<file path="src/hw/tgen_pkg.sv">
/* Shared definitions for the TCDM traffic generator subsystem
   Address layout, widths, credit depth, address map and generator states */
package tgen_pkg;

  // Tile ports and address layout
  localparam int unsigned NrTcdm       = 4;
  localparam int unsigned ByteOffset   = 2;
  localparam int unsigned BankWordBits = 6;
  localparam int unsigned TileBits     = 2;

  localparam int unsigned AddrWidth = 16;
  localparam int unsigned DataWidth = 32;
  localparam int unsigned IdWidth   = 3;

  // In-flight limit with one slot per request ID
  localparam int unsigned MaxOutstanding = 8;
  localparam int unsigned InflightWidth  = $clog2(MaxOutstanding + 1);

  // Each bank queue is this deep, so this is also the initial credit count
  localparam int unsigned BankCredits = 4;
  localparam int unsigned CreditWidth = $clog2(BankCredits + 1);

  typedef logic [AddrWidth-1:0]    addr_t;
  typedef logic [DataWidth-1:0]    data_t;
  typedef logic [IdWidth-1:0]      id_t;
  typedef logic [15:0]             cnt_t;
  typedef logic [TileBits-1:0]     tile_t;
  typedef logic [BankWordBits-1:0] word_idx_t;

  localparam addr_t TcdmBase = 16'h1000;

  // Bytes covered by one tile port
  localparam addr_t PortSpan = 16'h0100;

  // Fixed address map where port p starts at TcdmBase + p * PortSpan
  localparam addr_t PortBase [NrTcdm] = '{
    addr_t'(TcdmBase),
    addr_t'(TcdmBase + PortSpan),
    addr_t'(TcdmBase + 2 * PortSpan),
    addr_t'(TcdmBase + 3 * PortSpan)
  };

  // XORed with the core id to get the per-core seed
  localparam logic [15:0] LfsrSeedBase = 16'hACE1;

  typedef enum logic [2:0] {
    GenIdle,
    GenWrite,
    GenDrainW,
    GenRead,
    GenDrainR,
    GenDone
  } gen_state_e;

endpackage : tgen_pkg
</file>
<file path="src/hw/tcdm_addr_demux.sv">
/* Address demultiplexer between the generator and the tile banks
   Credit-based request routing, per-port hit counts, round-robin responses */
`timescale 1ns/1ns

module tcdm_addr_demux (
  input  logic                                    clk_i,
  input  logic                                    rst_ni,
  input  logic                                    start_i,
  // Generator side
  input  logic                                    req_valid_i,
  input  tgen_pkg::addr_t                         req_addr_i,
  input  logic                                    req_wen_i,
  input  tgen_pkg::data_t                         req_wdata_i,
  input  tgen_pkg::id_t                           req_id_i,
  output logic                                    req_ready_o,
  output logic                                    resp_valid_o,
  output tgen_pkg::data_t                         resp_rdata_o,
  output tgen_pkg::id_t                           resp_id_o,
  // Bank side
  output logic            [tgen_pkg::NrTcdm-1:0] bank_req_valid_o,
  output tgen_pkg::addr_t [tgen_pkg::NrTcdm-1:0] bank_req_addr_o,
  output logic            [tgen_pkg::NrTcdm-1:0] bank_req_wen_o,
  output tgen_pkg::data_t [tgen_pkg::NrTcdm-1:0] bank_req_wdata_o,
  output tgen_pkg::id_t   [tgen_pkg::NrTcdm-1:0] bank_req_id_o,
  input  logic            [tgen_pkg::NrTcdm-1:0] bank_credit_i,
  input  logic            [tgen_pkg::NrTcdm-1:0] bank_resp_valid_i,
  input  tgen_pkg::data_t [tgen_pkg::NrTcdm-1:0] bank_resp_rdata_i,
  input  tgen_pkg::id_t   [tgen_pkg::NrTcdm-1:0] bank_resp_id_i,
  output logic            [tgen_pkg::NrTcdm-1:0] bank_resp_ready_o,
  output tgen_pkg::cnt_t  [tgen_pkg::NrTcdm-1:0] port_hits_o
);
  import tgen_pkg::*;

  logic [NrTcdm-1:0]      port_sel;
  logic [NrTcdm-1:0]      has_credit;
  logic [CreditWidth-1:0] credit_q [NrTcdm];
  cnt_t                   hits_q   [NrTcdm];

  tile_t rr_q;
  tile_t gnt_idx;
  logic  gnt_found;

  // Decode and credit gating
  always_comb begin
    for (int p = 0; p < NrTcdm; p++) begin
      port_sel[p]   = (req_addr_i >= PortBase[p]) && (req_addr_i < PortBase[p] + PortSpan);
      has_credit[p] = credit_q[p] != '0;
      bank_req_valid_o[p] = req_valid_i && port_sel[p] && has_credit[p];
      bank_req_addr_o[p]  = req_addr_i;
      bank_req_wen_o[p]   = req_wen_i;
      bank_req_wdata_o[p] = req_wdata_i;
      bank_req_id_o[p]    = req_id_i;
      port_hits_o[p]      = hits_q[p];
    end
    req_ready_o = |(port_sel & has_credit);
  end

  // A credit is spent on send and returned on the bank's pop pulse
  always_ff @(posedge clk_i or negedge rst_ni) begin
    if (!rst_ni) begin
      for (int p = 0; p < NrTcdm; p++) begin
        credit_q[p] <= CreditWidth'(BankCredits);
        hits_q[p]   <= '0;
      end
    end else begin
      for (int p = 0; p < NrTcdm; p++) begin
        credit_q[p] <= credit_q[p] + CreditWidth'(bank_credit_i[p])
                       - CreditWidth'(bank_req_valid_o[p]);
        if (start_i) begin
          hits_q[p] <= '0;
        end else if (bank_req_valid_o[p]) begin
          hits_q[p] <= hits_q[p] + cnt_t'(1);
        end
      end
    end
  end

  // Round robin search starting at rr_q
  always_comb begin : arb
    tile_t cand;
    gnt_found = 1'b0;
    gnt_idx   = rr_q;
    for (int k = 0; k < NrTcdm; k++) begin
      cand = rr_q + tile_t'(k);
      if (!gnt_found && bank_resp_valid_i[cand]) begin
        gnt_found = 1'b1;
        gnt_idx   = cand;
      end
    end
    resp_valid_o      = gnt_found;
    resp_rdata_o      = bank_resp_rdata_i[gnt_idx];
    resp_id_o         = bank_resp_id_i[gnt_idx];
    bank_resp_ready_o = '0;
    if (gnt_found) bank_resp_ready_o[gnt_idx] = 1'b1;
  end

  always_ff @(posedge clk_i or negedge rst_ni) begin
    if (!rst_ni) begin
      rr_q <= '0;
    end else if (gnt_found) begin
      rr_q <= gnt_idx + tile_t'(1);
    end
  end

endmodule : tcdm_addr_demux

</file>
<file path="config.mk">
export PLATFORM = sky130hd
export DESIGN_NAME = tcdm_addr_demux
export DESIGN_NICKNAME = d
export VERILOG_FILES = /design/src/hw/tgen_pkg.sv /design/src/hw/tcdm_addr_demux.sv
export SDC_FILE = /design/constraint.sdc
export NUM_CORES = 1
export LEC_CHECK = 0
export ABC_AREA = 1
export BUFFER_PORTS_ARGS = -buffer_cell sky130_fd_sc_hd__buf_4
export CAP_MARGIN = 20
export CELL_PAD_IN_SITES_DETAIL_PLACEMENT = 0
export CELL_PAD_IN_SITES_GLOBAL_PLACEMENT = 2
export CORE_MARGIN = 2
export CORE_UTILIZATION = 19
export CTS_BUF_LIST = sky130_fd_sc_hd__clkbuf_8
export CTS_CLUSTER_SIZE = 14
export DETAILED_ROUTE_END_ITERATION = 12
export PLACE_DENSITY_LB_ADDON = 0.1
export SYNTH_ARGS = -nofsm -noshare
export SYNTH_HDL_FRONTEND = slang
export SYNTH_SLANG_ARGS = --single-unit
</file>
<file path="constraint.sdc">
create_clock -name clk_i -period 2.45 [get_ports clk_i]
set_clock_uncertainty 0.15 [all_clocks]
set_input_delay 0.245 -clock clk_i [delete_from_list [all_inputs] [get_ports clk_i]]
set_output_delay 0.245 -clock clk_i [all_outputs]
set_load 0.01 [all_outputs]
</file>
======== Word level (Yosys, flattened, before mapping) ========
Index checks and enable logic that the tools add are counted.
storage, ports and cells
  logic and storage cells ................. 98
  flip-flop bits (word level) ............. 78
cells by class
  mux-type cells .......................... 30
  reductions and logical operators ........ 28
  $lt $le $gt $ge ......................... 14
  $add $sub $neg .......................... 16
  bitwise operators ....................... 1
operators with widths
  cell                                                          number
  2-to-1 mux 16 bit                                             8
  adder 16 x 1 -> 16 bit, second input constant                 4
  binary-select mux 32 bit (select 2 bit)                       1
  >= comparator 16 x 13 -> 1 bit, second input constant         4
  less-than comparator 16 x 13 -> 1 bit, second input constant  4
  2-to-1 mux 32 bit                                             1
  logical AND 1 bit                                             16
  less-than comparator 2 x 3 -> 1 bit, second input constant    5
  adder 3 x 1 -> 3 bit                                          4
  nonzero test 3 bit                                            4
  subtractor 3 x 1 -> 3 bit                                     4
  2-to-1 mux 1 bit                                              9
  binary-select mux 1 bit (select 2 bit)                        4
  nonzero test 2 bit                                            4
  binary-select mux 3 bit (select 2 bit)                        1
  2-to-1 mux 2 bit                                              3
  adder 2 x 1 -> 2 bit, second input constant                   2
  adder 2 bit, second input constant                            2
  bitwise AND 4 bit                                             1
  2-to-1 mux 4 bit                                              1
  OR reduction 4 bit                                            1
  logical NOT 1 bit                                             3
  2-to-1 mux 3 bit                                              1
  demux 1 bit (select 2 bit)                                    1
  >= comparator 2 x 1 -> 1 bit, second input constant           1

======== Longest topological paths before layout ========
  depth after elaboration ................. 17
  mapped depth ............................ 17
  gate-level depth less buffers ........... 15

======== Least setup slack after synthesis ========
Ideal clock, no wire load.
  kind .................................... input to register
  start point ............................. in req_addr_i[14]
  end point ............................... reg credit_q[4] in the netlist's numbering
  stages .................................. 13
  path buffers ............................ 1
  arrival ................................. 2.276 ns
  path slack .............................. -0.090 ns
  path through ............................ or2_1 > nor2_2 > nand4_1 > nor2_1 > nand2_1 > inv_2 > buf_2 > ha_1 > inv_1 > ha_1 > inv_1 > fa_1 > inv_1
on the way
  longest elaborated chain between the ends .. 5
ends and longest elaborated chain
  element                                                                                  RTL line               RTL
  from (decl)                                                                              tcdm_addr_demux.sv:11  input tgen_pkg::addr_t req_addr_i,
  >= comparator 16 x 13 -> 1 bit or less-than comparator 16 x 13 -> 1 bit (tied branches)  tcdm_addr_demux.sv:46  port_sel[p] = (req_addr_i >= PortBase[p]) && (req_addr_i < PortBase[p] + PortSpan);
  logical AND 1 bit (*)                                                                    tcdm_addr_demux.sv:46
  logical AND 1 bit (*) (2 in a row)                                                       tcdm_addr_demux.sv:48  bank_req_valid_o[p] = req_valid_i && port_sel[p] && has_credit[p];
  net bank_req_valid_o (one bit)                                                           tcdm_addr_demux.sv:20  output logic [tgen_pkg::NrTcdm-1:0] bank_req_valid_o,
  subtractor 3 x 1 -> 3 bit (*)                                                            tcdm_addr_demux.sv:68  - CreditWidth'(bank_req_valid_o[p]);
  to (signal, indexed assignment)                                                          tcdm_addr_demux.sv:62  credit_q[p] <= CreditWidth'(BankCredits);
  to (signal, indexed assignment)                                                          tcdm_addr_demux.sv:67  credit_q[p] <= credit_q[p] + CreditWidth'(bank_credit_i[p])
  to (decl)                                                                                tcdm_addr_demux.sv:36  logic [CreditWidth-1:0] credit_q [NrTcdm];
The timed path passes the listed nets; every way through them passes the cells marked *.
A chain may end at the register's enable or synchronous reset.

======== Worst setup path after layout ========
  start point ............................. reg rr_q[0]
  end point ............................... out resp_rdata_o[1]
on the way
  longest elaborated chain between the ends .. 14
ends and longest elaborated chain
  element                                                                        RTL line                RTL
  from (decl)                                                                    tcdm_addr_demux.sv:39   tile_t rr_q;
  from (signal assigned)                                                         tcdm_addr_demux.sv:101  rr_q <= gnt_idx + tile_t'(1);
  parallel branches: the longest is 11 deep, another holds adder 2 x 1 -> 2 bit  n/a
  2-to-1 mux 2 bit (*)                                                           tcdm_addr_demux.sv:85   if (!gnt_found && bank_resp_valid_i[cand]) begin
  binary-select mux 32 bit (select 2 bit) (*)                                    tcdm_addr_demux.sv:91   resp_rdata_o = bank_resp_rdata_i[gnt_idx];
  2-to-1 mux 32 bit (implied by the code) (*)                                    tcdm_addr_demux.sv:91
  to (decl)                                                                      tcdm_addr_demux.sv:17   output tgen_pkg::data_t resp_rdata_o,
Every way passes the cells marked *. The select of a mux whose other input is x is not followed.

==> reports/summary.md <==
### Timing
* 0 — number of hold violations in the final report
* -0.397 ns — final setup margin
* 40 — setup violators final
* 2.85 ns — minimum clock period after layout
* 351 MHz — highest clock frequency the design can meet
* true — unrepaired setup endpoints after global routing
* 0.701 ns — actual transition at the worst max-transition pin
* 116% — period utilisation layout
* 0 — Final Max Slew Viols
* 53.2% — tightest slew margin relative to the limit

### Place
* 0.00405 ns — worst slack at placement
* 0.766 — weighted congestion reported at the end of routability-driven placement
* 300 — number of buffers added on ports
* 1843 — number of instances in the placed design
* 25700 µm — Detail Placement HPWL

### Clocking
* 3 — H-tree depth
* 0.37 ns — source-to-sink clock delay at the later pin of the worst-skew pair
* 0.10 ns — clock transition at the register clock pins on the worst setup and hold paths after CTS
* sky130_fd_sc_hd__clkbuf_8 — buffer cell driving the clock tree root
* 2 — worst-case clock buffer depth
* 78 — number of clock sinks seen by CTS
* done — CTS tree
* 9 — number of clock buffers inserted by TritonCTS

### Floorplanning
* 40800 µm² — placeable core area
* 521 — number of top-level design ports
* 19.3% — starting density of the core
* 207 µm — height of the die
* 43000 µm² — die footprint
* 207 µm — Chip Width
* 74 — site row count

### Detailed routing
* 7975 — vias
* 7 — number of detailed-routing iterations run before antenna repair
* 18.5 µm — drt wl/cell
* 0 — Routed Antenna Nets
* 0 — post-route DRC violation count
* 455 — initial drt markers
* 4.22 — Vias/cell
* 35100 µm — overall routed net length

### Global route
* 37 — maximum number of pins on one net before global-route repair
* 7615 — via count of the first global-routing pass
* 0 — grt ovf
* 48700 µm — wire length of the first global-routing pass
* 2 — initial antenna violation count
* 14.6% — GR Util All Layers

### Worst setup path
* 17 — maximum fanout encountered on the critical timing path
* 5 — worst path buffer plus inverter count
* sky130_fd_sc_hd__nand2_1 — dominant cell type by count on the critical path
* 0.44 ns — slowest stage delay, CP
* flop — Worst Setup Start Kind
* inv_4 > buf_6 > nand2_4 > nand3_2 > nand2_2 > nor2_4 > nand4_4 > buf_6 > clkbuf_16 > nand3_1 > nand2_1 > nand2_1 > nand2_1 > buf_4 — series of cell instances along the critical path
* sky130_fd_sc_hd__dfrtp_1 — Critical-path top delay cell
* output port — Critical Path Sink Type
* 2.06 ns — Critical Path RT
* reg2out — type of the worst setup path
* 2.45 ns — data arrival at the endpoint of the critical path
* simple AND/OR/NAND/NOR gates — cell class contributing the biggest share of worst-path delay

### Job
* 0 — total of max-cap violations

### Synth
* 1203 — number of standard cells after synthesis
* 6.54 µm² — mean instance size in the synthesized netlist
* 0 — number of enable flip-flop cells after synthesis
* 0 — number of synthesis warnings
* 1427 — Mapped Nets
* sky130_fd_sc_hd__dfrtp_1 — prevailing post-synth register cell
* 78 — count of state elements after synthesis
* 41 — post-synthesis cell type count
* 24.9% — register area share after synthesis
* 100% — asr flop ratio synth
* 7860 µm² — mapped cell area

### Cells and area
* 34.3% — area delta synth->final
* 1577 — final net count
* 34.4% — layout cell share with drive strength beyond 1
* 1892 — non-filler cells, final

### Power
* 5.47 nW — Leakage Power
* 14.2 mW — sum of internal, switching and leakage power
* 0.612 mV — peak supply drop
* 1350 nW/µm² — total power divided by cell area

### Outcome
* finished, violations left — run status
* setup timing — violations in the final reports

### Hold path
* in2reg — path class of the lowest-slack min-delay path

-- synthesized netlist by cell type (2+ instances only) --
cell	number	area [µm²]
sky130_fd_sc_hd__nand2_1	399	1500
sky130_fd_sc_hd__buf_4	216	1620
sky130_fd_sc_hd__nand3_1	125	626
sky130_fd_sc_hd__inv_1	94	353
sky130_fd_sc_hd__dfrtp_1	74	1850
sky130_fd_sc_hd__nor2_1	48	180
sky130_fd_sc_hd__nand4_1	42	263
sky130_fd_sc_hd__nor3_1	29	145
sky130_fd_sc_hd__o21ai_0	29	145
sky130_fd_sc_hd__a21oi_1	25	125
sky130_fd_sc_hd__ha_1	16	200
sky130_fd_sc_hd__buf_2	12	60.1
sky130_fd_sc_hd__clkbuf_1	12	45.0
sky130_fd_sc_hd__xor2_1	12	105
sky130_fd_sc_hd__xnor2_1	7	61.3
sky130_fd_sc_hd__inv_2	6	22.5
sky130_fd_sc_hd__nor4_1	6	37.5
sky130_fd_sc_hd__o31ai_1	5	37.5
sky130_fd_sc_hd__buf_6	4	45.0
sky130_fd_sc_hd__dfstp_2	4	105
sky130_fd_sc_hd__fa_1	4	80.1
sky130_fd_sc_hd__nand2_2	4	25.0
sky130_fd_sc_hd__o21a_1	4	30.0
sky130_fd_sc_hd__nor2_2	3	18.8
sky130_fd_sc_hd__a211oi_1	2	15.0
sky130_fd_sc_hd__and3_1	2	12.5
sky130_fd_sc_hd__buf_1	2	7.51
sky130_fd_sc_hd__nand2_4	2	22.5
sky130_fd_sc_hd__nand3b_1	2	15.0
sky130_fd_sc_hd__o21ai_1	2	10.0
-- cells in the final DEF (no fill, tap or decap), drive strengths merged, types with 2 or more instances in the layout --
master,count
dlygate4sd3,5
buf,370
or2,2
o31ai,5
a21oi,25
nand3,126
and3,2
nor3,29
clkbuf,19
nand4,43
xnor2,7
fa,4
nor4,6
clkinv,3
nand3b,2
nand2,405
inv,104
xor2,12
a211oi,2
dfstp,4
o21ai,32
dfrtp,74
nor2,52
o21a,4
diode,2
ha,16
-- kinds of logic (layout without fill, tap and decap cells) --
kind of cell | after synthesis | after routing | synth area share (%)
DFF | 78 | 78 | 24.9
xor gates and xnor gates | 19 | 19 | 2.12
adders and majority gates | 20 | 20 | 3.56
AOI/OAI and AO/OA | 71 | 71 | 5.03
buffers and inverters | 347 | 502 | 27.5
and+or+nand+nor | 668 | 668 | 37.0
other | 0 | 2 | 0
-- through the flow --
step | area, µm² | hold slack (ns) | util [%] | setup TNS (ns)
3_3_place_gp | 9580 | 0.134 | 23.5 | -0.0107
5_1_grt | 10600 | 0.189 | 25.9 | -21.69
4_1_cts | 9970 | 0.167 | 24.4 | -13.93
2_1_floorplan | 7870 | -0.201 | - | 0
6_report | 10600 | 0.188 | 25.9 | -14.32
3_5_place_dp | 9580 | 0.116 | 23.5 | 0
-- routing by layer --
layer	GRT usage, %	vias to the layer above	part of all wire [%]
met3	3.78	27	5.6
met1	18.1	3757	43
met5	0	-	0
li1	-	3959	-
met4	2.54	0	0.98
met2	25.6	232	50
-- cell type report --
| class | count | area, µm² |
|---|---|---|
| fill | 4588 | 30300 |
| multi-input combinational | 778 | 3990 |
| timing repair buffer | 385 | 3360 |
| sequential | 78 | 1960 |
| tap | 532 | 666 |
| inverter | 101 | 384 |
| clock buffer | 9 | 124 |
| clock inverter | 7 | 77.6 |
| antenna | 2 | 5.00 |
-- repair_timing --
| item | in CTS | in global routing |
|---|---|---|
| gates cloned | 1 | 13 |
| resized for setup | 18 | 59 |
| endpoints found under the setup margin | 40 | 42 |
| hold buffers | 5 | 0 |
| endpoints found under the hold margin | 35 | 0 |
| pin swaps | 0 | 12 |
| setup buffers | 6 | 6 |
-- worst min-delay path: cells and delay by family --
kind	cells	cell delay, ns
buf+inv	1	0.14
simple gates	3	0.28
-- flip-flops by register name, indices dropped and copies added, names as in the netlist --
signal / flops
port_hits_o: 64
credit_q: 12
rr_q: 2
-- path summary, 6_finish.rpt --
check / depth (start not counted) / slack [ns] / from / to
worst min-delay path: 4 / 0.19 / req_valid_i / port_hits_o[63]
max in group asynchronous: 3 / 1.19 / rst_ni / credit_q[8]
worst min register to register: 1 / 0.33 / credit_q[10] / credit_q[11]
worst max register to register: 13 / 0.09 / rr_q[0] / rr_q[1]
worst max-delay path: 14 / -0.40 / rr_q[0] / resp_rdata_o[1]
min in group asynchronous: 2 / 0.23 / rst_ni / credit_q[3]
-- power by group --
part	switching [mW]	internal (mW)	leakage [nW]
Clock	0.585	0.487	0.106
Combinational	6.24	5.37	4.31
Sequential	0.112	1.45	1.05
Total	6.93	7.31	5.47
Note: power is estimated with default switching activity, not from simulation.
